<file path="src/rtl/conv_pkg.sv">
package conv_pkg;

	localparam int MEM_ADDR_W = 16;
	localparam int MEM_DATA_W = 32;
	localparam int DIM_W      = 8;
	localparam int FIFO_DEPTH = 4;
	localparam int NUM_REQ    = 3;	// 0 loader, 1 controller, 2 writer
	localparam int DESC_WORDS = 7;
	localparam int ACC_W      = 20;	// nine 17 bit products

	typedef logic [MEM_ADDR_W-1:0] mem_addr_t;
	typedef logic [MEM_DATA_W-1:0] mem_word_t;

	typedef logic [7:0]         pixel_t;
	typedef logic signed [7:0]  coeff_t;
	typedef logic signed [15:0] result_t;

	// pixel and its first-of-row mark travel together through the pixel FIFO
	typedef struct packed {
		logic   row_start;
		pixel_t pixel;
	} pix_beat_t;

	localparam mem_addr_t START_ADDR = 16'h0100;	// descriptor follows

endpackage

</file>
<file path="src/rtl/stream_fifo.sv">
`timescale 1ns/1ps

module stream_fifo import conv_pkg::*; #(
	parameter type payload_t = pixel_t
) (
	input  logic     clk,
	input  logic     rst_n,
	input  logic     in_valid,
	output logic     in_ready,
	input  payload_t in_data,
	output logic     out_valid,
	input  logic     out_ready,
	output payload_t out_data
);

	payload_t buf_mem [FIFO_DEPTH];
	logic [$clog2(FIFO_DEPTH)-1:0] wr_ptr, rd_ptr;
	logic [$clog2(FIFO_DEPTH+1)-1:0] count;
	logic push, pop;

	assign in_ready  = count != FIFO_DEPTH;
	assign out_valid = count != 0;
	assign out_data  = buf_mem[rd_ptr];
	assign push      = in_valid && in_ready;
	assign pop       = out_valid && out_ready;

	always_ff @(posedge clk) begin
		if (push)
			buf_mem[wr_ptr] <= in_data;
	end

	always_ff @(posedge clk, negedge rst_n) begin
		if (!rst_n) begin
			wr_ptr <= '0;
			rd_ptr <= '0;
			count  <= '0;
		end else begin
			if (push)
				wr_ptr <= (wr_ptr == FIFO_DEPTH - 1) ? '0 : wr_ptr + 1'b1;
			if (pop)
				rd_ptr <= (rd_ptr == FIFO_DEPTH - 1) ? '0 : rd_ptr + 1'b1;
			if (push && !pop)
				count <= count + 1'b1;
			else if (pop && !push)
				count <= count - 1'b1;
		end
	end

endmodule

</file>
<file path="src/rtl/mem_arbiter.sv">
`timescale 1ns/1ps

module mem_arbiter import conv_pkg::*; (
	input  logic                      clk,
	input  logic                      rst_n,
	input  logic [NUM_REQ-1:0]        req_valid,
	output logic [NUM_REQ-1:0]        req_ready,
	input  logic [NUM_REQ-1:0]        req_we,
	input  mem_addr_t [NUM_REQ-1:0]   req_addr,
	input  mem_word_t [NUM_REQ-1:0]   req_wdata,
	output logic [NUM_REQ-1:0]        rsp_valid,
	output mem_word_t [NUM_REQ-1:0]   rsp_data,
	output logic                      mem_valid,
	input  logic                      mem_ready,
	output logic                      mem_we,
	output mem_addr_t                 mem_addr,
	output mem_word_t                 mem_wdata,
	input  logic                      mem_rvalid,
	input  mem_word_t                 mem_rdata
);

	logic [NUM_REQ-1:0] pick, grant, lock_grant;
	logic [$clog2(NUM_REQ)-1:0] last_idx, grant_idx;
	logic locked, rsp_wait;

	// nearest valid requester after the last one served wins
	always_comb begin : rr_pick
		int idx;
		pick = '0;
		for (int i = NUM_REQ; i >= 1; i--) begin
			idx = int'(last_idx) + i;
			if (idx >= NUM_REQ)
				idx -= NUM_REQ;
			if (req_valid[idx]) begin
				pick      = '0;
				pick[idx] = 1'b1;
			end
		end
	end

	assign grant = locked ? lock_grant : pick;

	always_comb begin
		grant_idx = '0;
		for (int i = 0; i < NUM_REQ; i++)
			if (grant[i])
				grant_idx = i[$clog2(NUM_REQ)-1:0];
	end

	assign mem_valid = |(req_valid & grant) && !rsp_wait;
	assign mem_we    = req_we[grant_idx];
	assign mem_addr  = req_addr[grant_idx];
	assign mem_wdata = req_wdata[grant_idx];
	assign req_ready = grant & {NUM_REQ{mem_ready && !rsp_wait}};
	assign rsp_valid = lock_grant & {NUM_REQ{mem_rvalid && rsp_wait}};
	assign rsp_data  = {NUM_REQ{mem_rdata}};	// qualified by rsp_valid

	always_ff @(posedge clk, negedge rst_n) begin
		if (!rst_n) begin
			locked     <= 1'b0;
			lock_grant <= '0;
			rsp_wait   <= 1'b0;
			last_idx   <= '0;
		end else if (rsp_wait) begin
			if (mem_rvalid) begin
				rsp_wait <= 1'b0;
				locked   <= 1'b0;
			end
		end else if (mem_valid) begin
			lock_grant <= grant;
			if (mem_ready) begin
				last_idx <= grant_idx;
				locked   <= !mem_we;	// reads keep the grant for the response
				rsp_wait <= !mem_we;
			end else begin
				locked <= 1'b1;
			end
		end
	end

endmodule

</file>
<file path="src/rtl/config_loader.sv">
`timescale 1ns/1ps

module config_loader import conv_pkg::*; (
	input  logic             clk,
	input  logic             rst_n,
	output logic             req_valid,
	input  logic             req_ready,
	output logic             req_we,
	output mem_addr_t        req_addr,
	output mem_word_t        req_wdata,
	input  logic             rsp_valid,
	input  mem_word_t        rsp_data,
	input  logic             done,
	output logic             job_start,
	output logic [DIM_W-1:0] width,
	output logic [DIM_W-1:0] height,
	output mem_addr_t        src_base,
	output mem_addr_t        dst_base,
	output coeff_t [8:0]     coeff
);

	typedef enum logic [1:0] {POLL, CLEAR, FETCH, BUSY} state_t;

	state_t state;
	logic rd_pending;
	logic [2:0] word_idx;

	always_ff @(posedge clk, negedge rst_n) begin
		if (!rst_n) begin
			state      <= POLL;
			req_valid  <= 1'b0;
			req_we     <= 1'b0;
			req_addr   <= '0;
			req_wdata  <= '0;
			rd_pending <= 1'b0;
			word_idx   <= '0;
			job_start  <= 1'b0;
		end else begin
			job_start <= 1'b0;
			if (req_valid && req_ready) begin
				req_valid  <= 1'b0;
				rd_pending <= !req_we;
			end
			if (rsp_valid)
				rd_pending <= 1'b0;
			case (state)
				POLL: begin
					if (rsp_valid && rsp_data == mem_word_t'(1)) begin
						state     <= CLEAR;	// claim the job
						req_valid <= 1'b1;
						req_we    <= 1'b1;
						req_addr  <= START_ADDR;
						req_wdata <= '0;
					end else if (!req_valid && !rd_pending) begin
						req_valid <= 1'b1;
						req_we    <= 1'b0;
						req_addr  <= START_ADDR;
					end
				end
				CLEAR: begin
					if (req_valid && req_ready) begin
						state     <= FETCH;
						req_valid <= 1'b1;
						req_we    <= 1'b0;
						req_addr  <= START_ADDR + 1'b1;
						word_idx  <= '0;
					end
				end
				FETCH: begin
					if (rsp_valid) begin
						if (word_idx == DESC_WORDS - 1) begin
							state     <= BUSY;
							job_start <= 1'b1;
						end else begin
							word_idx  <= word_idx + 1'b1;
							req_valid <= 1'b1;
							req_addr  <= req_addr + 1'b1;
						end
					end
				end
				BUSY: if (done) state <= POLL;
				default: state <= POLL;
			endcase
		end
	end

	always_ff @(posedge clk) begin
		if (state == FETCH && rsp_valid) begin
			case (word_idx)
				3'd0: width    <= rsp_data[DIM_W-1:0];
				3'd1: height   <= rsp_data[DIM_W-1:0];
				3'd2: src_base <= rsp_data[MEM_ADDR_W-1:0];
				3'd3: dst_base <= rsp_data[MEM_ADDR_W-1:0];
				3'd4: for (int b = 0; b < 4; b++) coeff[b] <= rsp_data[8*b +: 8];
				3'd5: for (int b = 0; b < 4; b++) coeff[4+b] <= rsp_data[8*b +: 8];
				3'd6: coeff[8] <= rsp_data[7:0];
				default: ;
			endcase
		end
	end

endmodule

</file>
<file path="src/rtl/conv_controller.sv">
`timescale 1ns/1ps

module conv_controller import conv_pkg::*; (
	input  logic             clk,
	input  logic             rst_n,
	input  logic             job_start,
	input  logic [DIM_W-1:0] width,
	input  logic [DIM_W-1:0] height,
	input  mem_addr_t        src_base,
	output logic             req_valid,
	input  logic             req_ready,
	output logic             req_we,
	output mem_addr_t        req_addr,
	output mem_word_t        req_wdata,
	input  logic             rsp_valid,
	input  mem_word_t        rsp_data,
	output logic             pix_valid,
	input  logic             pix_ready,
	output pixel_t           pix_data,
	output logic             row_start
);

	typedef enum logic {IDLE, SWEEP} state_t;

	state_t state;
	logic [DIM_W-1:0] out_row;
	logic [DIM_W:0] col;	// padded column, up to width+1
	logic [1:0] tap;
	mem_addr_t row_addr, stride, tap_off;
	logic rd_pending, all_issued, first_rd, last_rd;
	logic col_end, last_tap, issue;

	assign stride   = mem_addr_t'(width) + 2'd2;
	assign tap_off  = (tap == 2'd0) ? '0 : (tap == 2'd1) ? stride : stride << 1;
	assign col_end  = col == {1'b0, width} + 1'b1;
	assign last_tap = col_end && tap == 2'd2 && out_row == height - 1'b1;

	// a free FIFO slot now stays free until the single response lands
	assign issue = state == SWEEP && !req_valid && !rd_pending && !all_issued && pix_ready;

	assign req_we    = 1'b0;
	assign req_wdata = '0;
	assign pix_valid = rsp_valid;
	assign pix_data  = rsp_data[7:0];
	assign row_start = rsp_valid && first_rd;

	always_ff @(posedge clk, negedge rst_n) begin
		if (!rst_n) begin
			state      <= IDLE;
			req_valid  <= 1'b0;
			req_addr   <= '0;
			rd_pending <= 1'b0;
			all_issued <= 1'b0;
			first_rd   <= 1'b0;
			last_rd    <= 1'b0;
			out_row    <= '0;
			col        <= '0;
			tap        <= '0;
			row_addr   <= '0;
		end else begin
			if (req_valid && req_ready) begin
				req_valid  <= 1'b0;
				rd_pending <= 1'b1;
			end
			case (state)
				IDLE: begin
					if (job_start) begin
						state      <= SWEEP;
						out_row    <= '0;
						col        <= '0;
						tap        <= '0;
						row_addr   <= src_base;
						all_issued <= 1'b0;
					end
				end
				SWEEP: begin
					if (issue) begin
						req_valid  <= 1'b1;
						req_addr   <= row_addr + tap_off + mem_addr_t'(col);
						first_rd   <= (col == '0) && (tap == 2'd0);
						last_rd    <= last_tap;
						all_issued <= last_tap;
						if (tap == 2'd2) begin
							tap <= '0;
							if (col_end) begin
								col      <= '0;
								out_row  <= out_row + 1'b1;
								row_addr <= row_addr + stride;
							end else begin
								col <= col + 1'b1;
							end
						end else begin
							tap <= tap + 1'b1;
						end
					end
					if (rsp_valid) begin
						rd_pending <= 1'b0;
						if (last_rd)
							state <= IDLE;
					end
				end
				default: state <= IDLE;
			endcase
		end
	end

endmodule

</file>
<file path="src/rtl/conv_datapath.sv">
`timescale 1ns/1ps

module conv_datapath import conv_pkg::*; (
	input  logic         clk,
	input  logic         rst_n,
	input  coeff_t [8:0] coeff,
	input  logic         row_start,
	input  logic         pix_valid,
	output logic         pix_ready,
	input  pixel_t       pix_data,
	output logic         res_valid,
	input  logic         res_ready,
	output result_t      res_data
);

	pixel_t win [3][3];	// [row][col], col 0 oldest
	pixel_t nxt [3][3];
	pixel_t col_buf [2];
	logic [1:0] tap_cnt, col_cnt;
	logic signed [ACC_W-1:0] acc;
	result_t sat;
	logic take, col_done;

	assign pix_ready = !res_valid || res_ready;
	assign take      = pix_valid && pix_ready;
	assign col_done  = take && tap_cnt == 2'd2;

	// window as it looks once the incoming column shifts in
	always_comb begin
		for (int r = 0; r < 3; r++) begin
			nxt[r][0] = win[r][1];
			nxt[r][1] = win[r][2];
		end
		nxt[0][2] = col_buf[0];
		nxt[1][2] = col_buf[1];
		nxt[2][2] = pix_data;
	end

	always_comb begin
		acc = '0;
		for (int k = 0; k < 9; k++)
			acc += $signed(coeff[k]) * $signed({1'b0, nxt[k / 3][k % 3]});
		if (acc > 32767)
			sat = 16'sh7fff;
		else if (acc < -32768)
			sat = 16'sh8000;
		else
			sat = acc[15:0];
	end

	always_ff @(posedge clk, negedge rst_n) begin
		if (!rst_n) begin
			tap_cnt   <= '0;
			col_cnt   <= '0;
			res_valid <= 1'b0;
		end else begin
			if (res_valid && res_ready)
				res_valid <= 1'b0;
			if (take) begin
				tap_cnt <= (tap_cnt == 2'd2) ? 2'd0 : tap_cnt + 1'b1;
				if (row_start)
					col_cnt <= '0;
			end
			if (col_done) begin
				if (col_cnt == 2'd2)
					res_valid <= 1'b1;	// window full for this row
				else
					col_cnt <= col_cnt + 1'b1;
			end
		end
	end

	always_ff @(posedge clk) begin
		if (take && tap_cnt != 2'd2)
			col_buf[tap_cnt[0]] <= pix_data;
		if (col_done) begin
			win      <= nxt;
			res_data <= sat;
		end
	end

endmodule

</file>
<file path="src/rtl/result_writer.sv">
`timescale 1ns/1ps

module result_writer import conv_pkg::*; (
	input  logic             clk,
	input  logic             rst_n,
	input  logic             job_start,
	input  logic [DIM_W-1:0] width,
	input  logic [DIM_W-1:0] height,
	input  mem_addr_t        dst_base,
	input  logic             res_valid,
	output logic             res_ready,
	input  result_t          res_data,
	output logic             req_valid,
	input  logic             req_ready,
	output logic             req_we,
	output mem_addr_t        req_addr,
	output mem_word_t        req_wdata,
	output logic             done
);

	logic [2*DIM_W-1:0] count, total;

	assign total     = width * height;
	assign res_ready = !req_valid;	// one write held at a time
	assign req_we    = 1'b1;

	always_ff @(posedge clk, negedge rst_n) begin
		if (!rst_n) begin
			req_valid <= 1'b0;
			req_addr  <= '0;
			req_wdata <= '0;
			count     <= '0;
			done      <= 1'b0;
		end else begin
			done <= 1'b0;
			if (job_start)
				count <= '0;
			if (res_valid && res_ready) begin
				req_valid <= 1'b1;
				req_addr  <= dst_base + mem_addr_t'(count);
				req_wdata <= mem_word_t'(res_data);	// sign extended
			end
			if (req_valid && req_ready) begin
				req_valid <= 1'b0;
				count     <= count + 1'b1;
				if (count + 1'b1 == total)
					done <= 1'b1;
			end
		end
	end

endmodule

</file>
<file path="src/rtl/conv_engine_top.sv">
`timescale 1ns/1ps

module conv_engine_top import conv_pkg::*; (
	input  logic      clk,
	input  logic      rst_n,
	output logic      mem_valid,
	input  logic      mem_ready,
	output logic      mem_we,
	output mem_addr_t mem_addr,
	output mem_word_t mem_wdata,
	input  logic      mem_rvalid,
	input  mem_word_t mem_rdata,
	output logic      done
);

	logic [NUM_REQ-1:0] req_valid, req_ready, req_we, rsp_valid;
	mem_addr_t [NUM_REQ-1:0] req_addr;
	mem_word_t [NUM_REQ-1:0] req_wdata, rsp_data;

	logic job_start;
	logic [DIM_W-1:0] width, height;
	mem_addr_t src_base, dst_base;
	coeff_t [8:0] coeff;

	logic ctl_pix_valid, ctl_pix_ready, ctl_row_start;
	pixel_t ctl_pix_data;
	pix_beat_t pix_in, pix_out;
	logic dp_pix_valid, dp_pix_ready;
	logic dp_res_valid, dp_res_ready, wr_res_valid, wr_res_ready;
	result_t dp_res_data, wr_res_data;

	assign pix_in.row_start = ctl_row_start;
	assign pix_in.pixel     = ctl_pix_data;

	config_loader u_loader (
		.clk, .rst_n,
		.req_valid(req_valid[0]), .req_ready(req_ready[0]), .req_we(req_we[0]),
		.req_addr(req_addr[0]), .req_wdata(req_wdata[0]),
		.rsp_valid(rsp_valid[0]), .rsp_data(rsp_data[0]),
		.done, .job_start, .width, .height, .src_base, .dst_base, .coeff
	);

	conv_controller u_ctrl (
		.clk, .rst_n, .job_start, .width, .height, .src_base,
		.req_valid(req_valid[1]), .req_ready(req_ready[1]), .req_we(req_we[1]),
		.req_addr(req_addr[1]), .req_wdata(req_wdata[1]),
		.rsp_valid(rsp_valid[1]), .rsp_data(rsp_data[1]),
		.pix_valid(ctl_pix_valid), .pix_ready(ctl_pix_ready), .pix_data(ctl_pix_data),
		.row_start(ctl_row_start)
	);

	stream_fifo #(.payload_t(pix_beat_t)) u_pix_fifo (
		.clk, .rst_n,
		.in_valid(ctl_pix_valid), .in_ready(ctl_pix_ready), .in_data(pix_in),
		.out_valid(dp_pix_valid), .out_ready(dp_pix_ready), .out_data(pix_out)
	);

	conv_datapath u_dp (
		.clk, .rst_n, .coeff, .row_start(pix_out.row_start),
		.pix_valid(dp_pix_valid), .pix_ready(dp_pix_ready), .pix_data(pix_out.pixel),
		.res_valid(dp_res_valid), .res_ready(dp_res_ready), .res_data(dp_res_data)
	);

	stream_fifo #(.payload_t(result_t)) u_res_fifo (
		.clk, .rst_n,
		.in_valid(dp_res_valid), .in_ready(dp_res_ready), .in_data(dp_res_data),
		.out_valid(wr_res_valid), .out_ready(wr_res_ready), .out_data(wr_res_data)
	);

	result_writer u_writer (
		.clk, .rst_n, .job_start, .width, .height, .dst_base,
		.res_valid(wr_res_valid), .res_ready(wr_res_ready), .res_data(wr_res_data),
		.req_valid(req_valid[2]), .req_ready(req_ready[2]), .req_we(req_we[2]),
		.req_addr(req_addr[2]), .req_wdata(req_wdata[2]),
		.done
	);

	mem_arbiter u_arb (
		.clk, .rst_n,
		.req_valid, .req_ready, .req_we, .req_addr, .req_wdata, .rsp_valid, .rsp_data,
		.mem_valid, .mem_ready, .mem_we, .mem_addr, .mem_wdata, .mem_rvalid, .mem_rdata
	);

endmodule

</file>
<file path="config.mk">
export PLATFORM = sky130hd
export DESIGN_NAME = conv_engine_top
export DESIGN_NICKNAME = d
export VERILOG_FILES = /design/src/rtl/conv_pkg.sv /design/src/rtl/stream_fifo.sv /design/src/rtl/mem_arbiter.sv /design/src/rtl/config_loader.sv /design/src/rtl/conv_controller.sv /design/src/rtl/conv_datapath.sv /design/src/rtl/result_writer.sv /design/src/rtl/conv_engine_top.sv
export SDC_FILE = /design/constraint.sdc
export NUM_CORES = 2
export LEC_CHECK = 0
export BUFFER_PORTS_ARGS = -buffer_cell sky130_fd_sc_hd__buf_2
export CORE_MARGIN = 5
export CORE_UTILIZATION = 50
export DETAILED_ROUTE_END_ITERATION = 8
export PLACE_DENSITY = 0.66
export RECOVER_POWER = 25
export SETUP_SLACK_MARGIN = 0.1
export SLEW_MARGIN = 5
export SYNTH_ARGS = -nofsm -noshare
export SYNTH_HDL_FRONTEND = slang
export SYNTH_SLANG_ARGS = --single-unit
</file>
<file path="constraint.sdc">
create_clock -name clk -period 10.3 [get_ports clk]
set_input_delay 1.545 -clock clk [delete_from_list [all_inputs] [get_ports clk]]
set_output_delay 1.545 -clock clk [all_outputs]
set_load 0.02 [all_outputs]
</file>
Word-level counts from Yosys, hierarchy flattened
Memories as Yosys holds them, arrays and structs flattened. A register that Yosys moved wholly into a read port is not among the register bits.
Cells that the tools add are included.
Widths: inputs -> output; s select.
- register bits after elaboration: 326
- RAM bits: 116
- output and inout port bits: 51
- logic and storage cells: 371
- memories kept: 3
- add/sub/neg operators: 37
- multiply operators: 10
- magnitude comparators: 12
- equality and inequality tests: 36
- muxes and demuxes: 133
- bitwise operators: 5
- reductions and logical operators: 80
- memory list (memory ; words ; bits a word ; read ports ; clocked after Yosys merged registers in ; write ports ; RTL line ; RTL):
    u_res_fifo.buf_mem ; 4 ; 16 ; 1 ; 1 ; 1 ; stream_fifo.sv:16 ; payload_t buf_mem [FIFO_DEPTH];
    u_pix_fifo.buf_mem ; 4 ; 9 ; 1 ; 0 ; 1 ; stream_fifo.sv:16 ;
    u_dp.col_buf ; 2 ; 8 ; 2 ; 0 ; 1 ; conv_datapath.sv:18 ; pixel_t col_buf [2];
- operator list (operator ; count):
    $mux 16 ; 15
    $mul 8x9->17 ; 9
    $add 20x20->20 ; 7
    $mux 32 ; 4
    $ge 32x1->1 const B ; 3
    $ge 32x3->1 const B ; 3
    $lt 32x4->1 const B ; 3
    $sub 32x3->32 const B ; 3
    $bmux 32 s2 ; 1
    $mux 1 ; 57
    $add 16x16->16 ; 3
    $pmux 16 s3 ; 1
    $mux 2 ; 18
    $mux 9 ; 4
    $mux 3 ; 11
    $add 16x1->16 const B ; 2
    $bmux 16 s2 ; 1
    $eq 32x1->1 const B ; 1
    $mux 8 ; 4
    $pmux 16 s2 ; 1
    $logic_and 1x1->1 ; 30
    $reduce_and 2->1 ; 11
    $add 20x17->20 ; 1
    $gt 20x16->1 const B ; 1
    49 further kinds ; 119

Longest topological paths before layout
- depth after elaboration: 19
- depth in mapped cells: 40
- depth with buffers taken out: 39

By module
From an unflattened synthesis, not the netlist that was laid out.
- cells, all modules: 4476
- area total of the unflattened synthesis: 47346.7 um^2
- by module, submodules not included (module ; times used ; cells an instance ; area each (um^2) ; sequential area each (um^2)):
    conv_datapath ; 1 ; 2473 ; 24868.9 ; 2527.4
    config_loader ; 1 ; 350 ; 5544.1 ; 4229.1
    result_writer ; 1 ; 578 ; 5211.2 ; 1251.2
    conv_controller ; 1 ; 519 ; 4610.7 ; 1426.4
    stream_fifo at u_res_fifo ; 1 ; 121 ; 2795.2 ; 2097.0
    mem_arbiter ; 1 ; 352 ; 2580.0 ; 175.2
    stream_fifo at u_pix_fifo ; 1 ; 83 ; 1736.7 ; 1256.2

Worst setup path after synthesis
No wires, ideal clock.
- kind: register -> register
- start point: mem u_dp.col_buf[1][0] (netlist name)
- end point: reg u_dp.res_data[11], data pin
- library setup time: 0.152 ns
- data arrival time: 9.292 ns
- required time: 10.148 ns
- slack: 0.856 ns
- stages on the path, launching flop included: 38
- cells stage by stage: edfxtp_1 nand2b_1 fa_1 fa_1 inv_1 fa_1 inv_1 fa_1 inv_1 ha_1 a21oi_1 nor2b_1 o21ai_0 a21oi_1 a41o_1 o41ai_1 xnor2_1 fa_1 [... 2 more ...] ha_1 inv_1 fa_1 inv_1 fa_1 inv_1 fa_1 inv_1 ha_1 clkbuf_1 o21ai_0 nand2b_1 a21boi_0 a41oi_1 xor2_1 o41a_2 buf_2 o21ai_0
- RTL lines (element ; RTL line ; RTL):
    start, declared ; conv_datapath.sv:18 ;
    end signal, assigned ; conv_datapath.sv:78 ; res_data <= sat;
    end, declared ; conv_datapath.sv:13 ; output result_t res_data

Worst setup path after layout
- start point: reg u_dp.win (netlist bit u_dp.nxt[58])
- end point: reg u_dp.res_data[11], data pin
- word-level cells in the longest chain between the ends: 11
- elaborated cells on any way between the ends: 12
- those cells by class: add/sub: 8; mul: 1; order compare: 2; mux: 1
- ends and longest elaborated chain (element ; RTL line ; RTL):
    start, declared ; conv_datapath.sv:16 ; pixel_t win [3][3];
    start signal, assigned ; conv_datapath.sv:77 ; win <= nxt;
    $mul 8x9->17 (*) ; conv_datapath.sv:42 ; acc += $signed(coeff[k]) * $signed({1'b0, nxt[k / 3][k % 3]});
    $add 20x20->20 (*) (7 in a row) ; conv_datapath.sv:42 ;
    $add 20x17->20 (*) ; conv_datapath.sv:42 ;
    $lt 20x16->1 ; conv_datapath.sv:45 ; else if (acc < -32768)
    $mux 16 ; conv_datapath.sv:45 ;
Every way passes the cells marked *; elsewhere a longest branch is shown, timed or not.
A chain may end at the register's enable or synchronous reset.

==> out/metrics.cfg <==
[placement]
dp_hpwl_um=90640
place_ws_ns=0.2304
gp_congestion=0.9176
portBuffers=86

[detailed_routing]
drt_iter0_drc=2164
num_vias=32228
ant_nets=0
routed_wl_um=117400
viasPerCell=5.362
routedWlPerCell_um=19.53
remaining_drc_errors=0
dr.pass1.iters=6

[global_route]
gr-usage-met3_pct=3.884
grt_pass1_wl_um=184500
grt-busiest-layer=met2
globalRoute.totalOverflow=0
antenna_found_initial=9
track_usage_pct=23.84
met1_usage_pct=33.95
use_met2_pct=38.77
first_global_vias=32629
grt_max_degree=96

[setup_path]
end_kind=flip-flop
max_stage_delay_ns=0.57
timing.critical_path.required_ns=10.65
regToRegSetupSlack_ns=0.34
cp-start-kind=flip-flop
arrival_ns=10.32
critPathMaxFanout=7
crit_top_cell=fa_1
cp_slowest_cell=fa_2
crit_type=flip-flop to flip-flop

[synthesis]
synth_cell_types=79
syn_area_per_cell_um2=10.12
async_reset_ff_share_pct=34.50
ys_seq_area_share_pct=27.96
synth_ff_type=edfxtp_1
syn_area_um2=46370
ys_warn_count=0
synth_edf_count=300
syn_inst=4582
synth-seq-cells=458
syn_nets=5653

[sta]
tightest_slew_ns=1.611
period_needed_ns=9.964
fin_skew_ns=0.05489
layout_setup_ws_ns=0.3355
finalHoldViolCount=0
setup_viol=0
relSlewSlack_pct=-7.430
finalMaxSlewViolations=52
fmax_mhz=100.4
period_share_pct=96.74

[floorplan]
dieHeight_um=314.5
floorplan.initialDensity_pct=50.51
die_x_um=314.5
placementRows=111
fp.dieArea_um2=98930
core_area_um2=91800
io-pin-count=87

[cts]
cts_tree=built
cts_buffers=54
clk_pin_slew_ns=0.06
hold_buffers=0
cts_root_buf=clkbuf_16
clk_latency_ns=0.67
h-tree-depth=2
cts_buffer_depth=3
cts.sinks=458

[cells_and_area]
area_growth_pct=9.957
layout_commonest_cell=inv_1
final_cell_mix=inv_1 (848), ha_1 (514), fa_1 (512)
fin_nets=5791
drive_above_1_share_pct=7.302

[status]
status=finished with violations
violations=max-capacitance violations, max-slew violations

[min_path]
hp-class=flip-flop to flip-flop

[flow_run]
maxCapViolations=5

[sequential cells by signal, summed over array words and instances (netlist names), 36 cells and up, named ones only]
name / cells
u_loader.coeff: 72
u_res_fifo.buf_mem: 64
u_pix_fifo.buf_mem: 36
u_dp.nxt: 48
[synth_stat cells, types with 5 or more instances]
cell type | n | area share, %
xor2_1 | 75 | 1.4
nor3_1 | 43 | 0.46
a41oi_1 | 5 | 0.094
or3_1 | 19 | 0.26
a21oi_1 | 133 | 1.4
o31ai_1 | 29 | 0.47
mux2_2 | 9 | 0.22
fa_1 | 515 | 22
and2_1 | 400 | 5.4
and3_1 | 41 | 0.55
a41o_1 | 7 | 0.15
dfrtp_1 | 158 | 8.5
mux2i_1 | 35 | 0.76
o21bai_1 | 13 | 0.21
and4_1 | 7 | 0.13
nand3b_1 | 7 | 0.11
buf_2 | 10 | 0.11
mux4_2 | 25 | 1.2
o22ai_1 | 8 | 0.11
nand3_1 | 62 | 0.67
a211oi_1 | 10 | 0.16
a21boi_0 | 5 | 0.081
edfxtp_1 | 300 | 19
xnor2_1 | 138 | 2.6
clkbuf_1 | 61 | 0.49
o41ai_1 | 6 | 0.11
a22o_1 | 8 | 0.15
nand2_1 | 418 | 3.4
o21ai_0 | 173 | 1.9
nor4_1 | 12 | 0.16
nor2_1 | 181 | 1.5
nand2b_1 | 66 | 0.89
inv_1 | 852 | 6.9
or2_2 | 18 | 0.24
a21o_1 | 44 | 0.71
buf_4 | 16 | 0.26
o21a_1 | 12 | 0.19
a31oi_1 | 20 | 0.27
ha_1 | 520 | 14
o211ai_1 | 9 | 0.15
nand4_1 | 10 | 0.13
nor2b_1 | 35 | 0.47
[kinds of logic after synthesis]
kind of cell / synth area share [%]
adders and majority gates: 36.27
buffers and inverters: 7.790
xor gates and xnor gates: 4.023
AOI/OAI and AO/OA: 7.121
and+or+nand+nor: 14.63
muxes: 2.218
DFF: 27.96
[critical path: cells and delay by family (launching register included)]
family	cells	cell delay, ns
compound gates	9	2.42
fa+ha+maj	12	5.39
flops	1	0.37
buf+inv	8	0.72
xor+xnor	1	0.12
simple gates	4	0.65
[worst paths after layout]
| kind | start | end | cells past startpoint |
|---|---|---|---|
| max in group asynchronous | rst_n | u_writer.req_wdata[6] | 2 |
| max reg2reg | u_dp.nxt[58] | u_dp.res_data[11] | 34 |
| min in group asynchronous | rst_n | u_loader.req_addr[4] | 1 |
| max | u_dp.nxt[58] | u_dp.res_data[11] | 34 |
| min reg2reg | u_writer.req_wdata[12] | u_writer.req_wdata[12] | 2 |
| min | u_writer.req_wdata[12] | u_writer.req_wdata[12] | 2 |
[timing repair]
item,CTS,global route
buffers inserted,0,56
resized for setup,0,82
endpoints found under the setup margin,0,15
[metal layers]
layer / up-vias / part of all wire [%]
met3: 155 / 6.3
met4: 4 / 2.4
met1: 16079 / 45
met5: - / 0.029
li1: 15131 / -
met2: 859 / 46
[through the flow]
| step | hold slack, ns | setup TNS, ns | utilization [%] | instance area, um^2 | std cells |
|---|---|---|---|---|---|
| floorplan | 0.4361 | 0 | - | 46370 | 4582 |
| global placement | 0.4512 | 0 | 52.49 | 48190 | 5849 |
| detailed placement | 0.4542 | 0 | 52.49 | 48190 | 5849 |
| CTS | 0.4695 | 0 | 54.75 | 50260 | 5951 |
| global route | 0.4835 | -0.01587 | 55.54 | 50980 | 6009 |
| finish | 0.4620 | 0 | 55.54 | 50990 | 6010 |
[area by class of cell]
type | count | area [um^2]
Multi-Input combinational cell | 3183 | 30220
Clock inverter | 40 | 639.4
Antenna cell | 1 | 2.502
Tap cell | 1243 | 1555
Fill cell | 7976 | 40820
Sequential cell | 458 | 12960
Timing Repair Buffer | 171 | 978.4
Clock buffer | 62 | 1433
Inverter | 852 | 3198
Power is left out: the tool's default activity adds up to more than one toggle a clock period on the data nets, which glitch-free logic cannot reach.
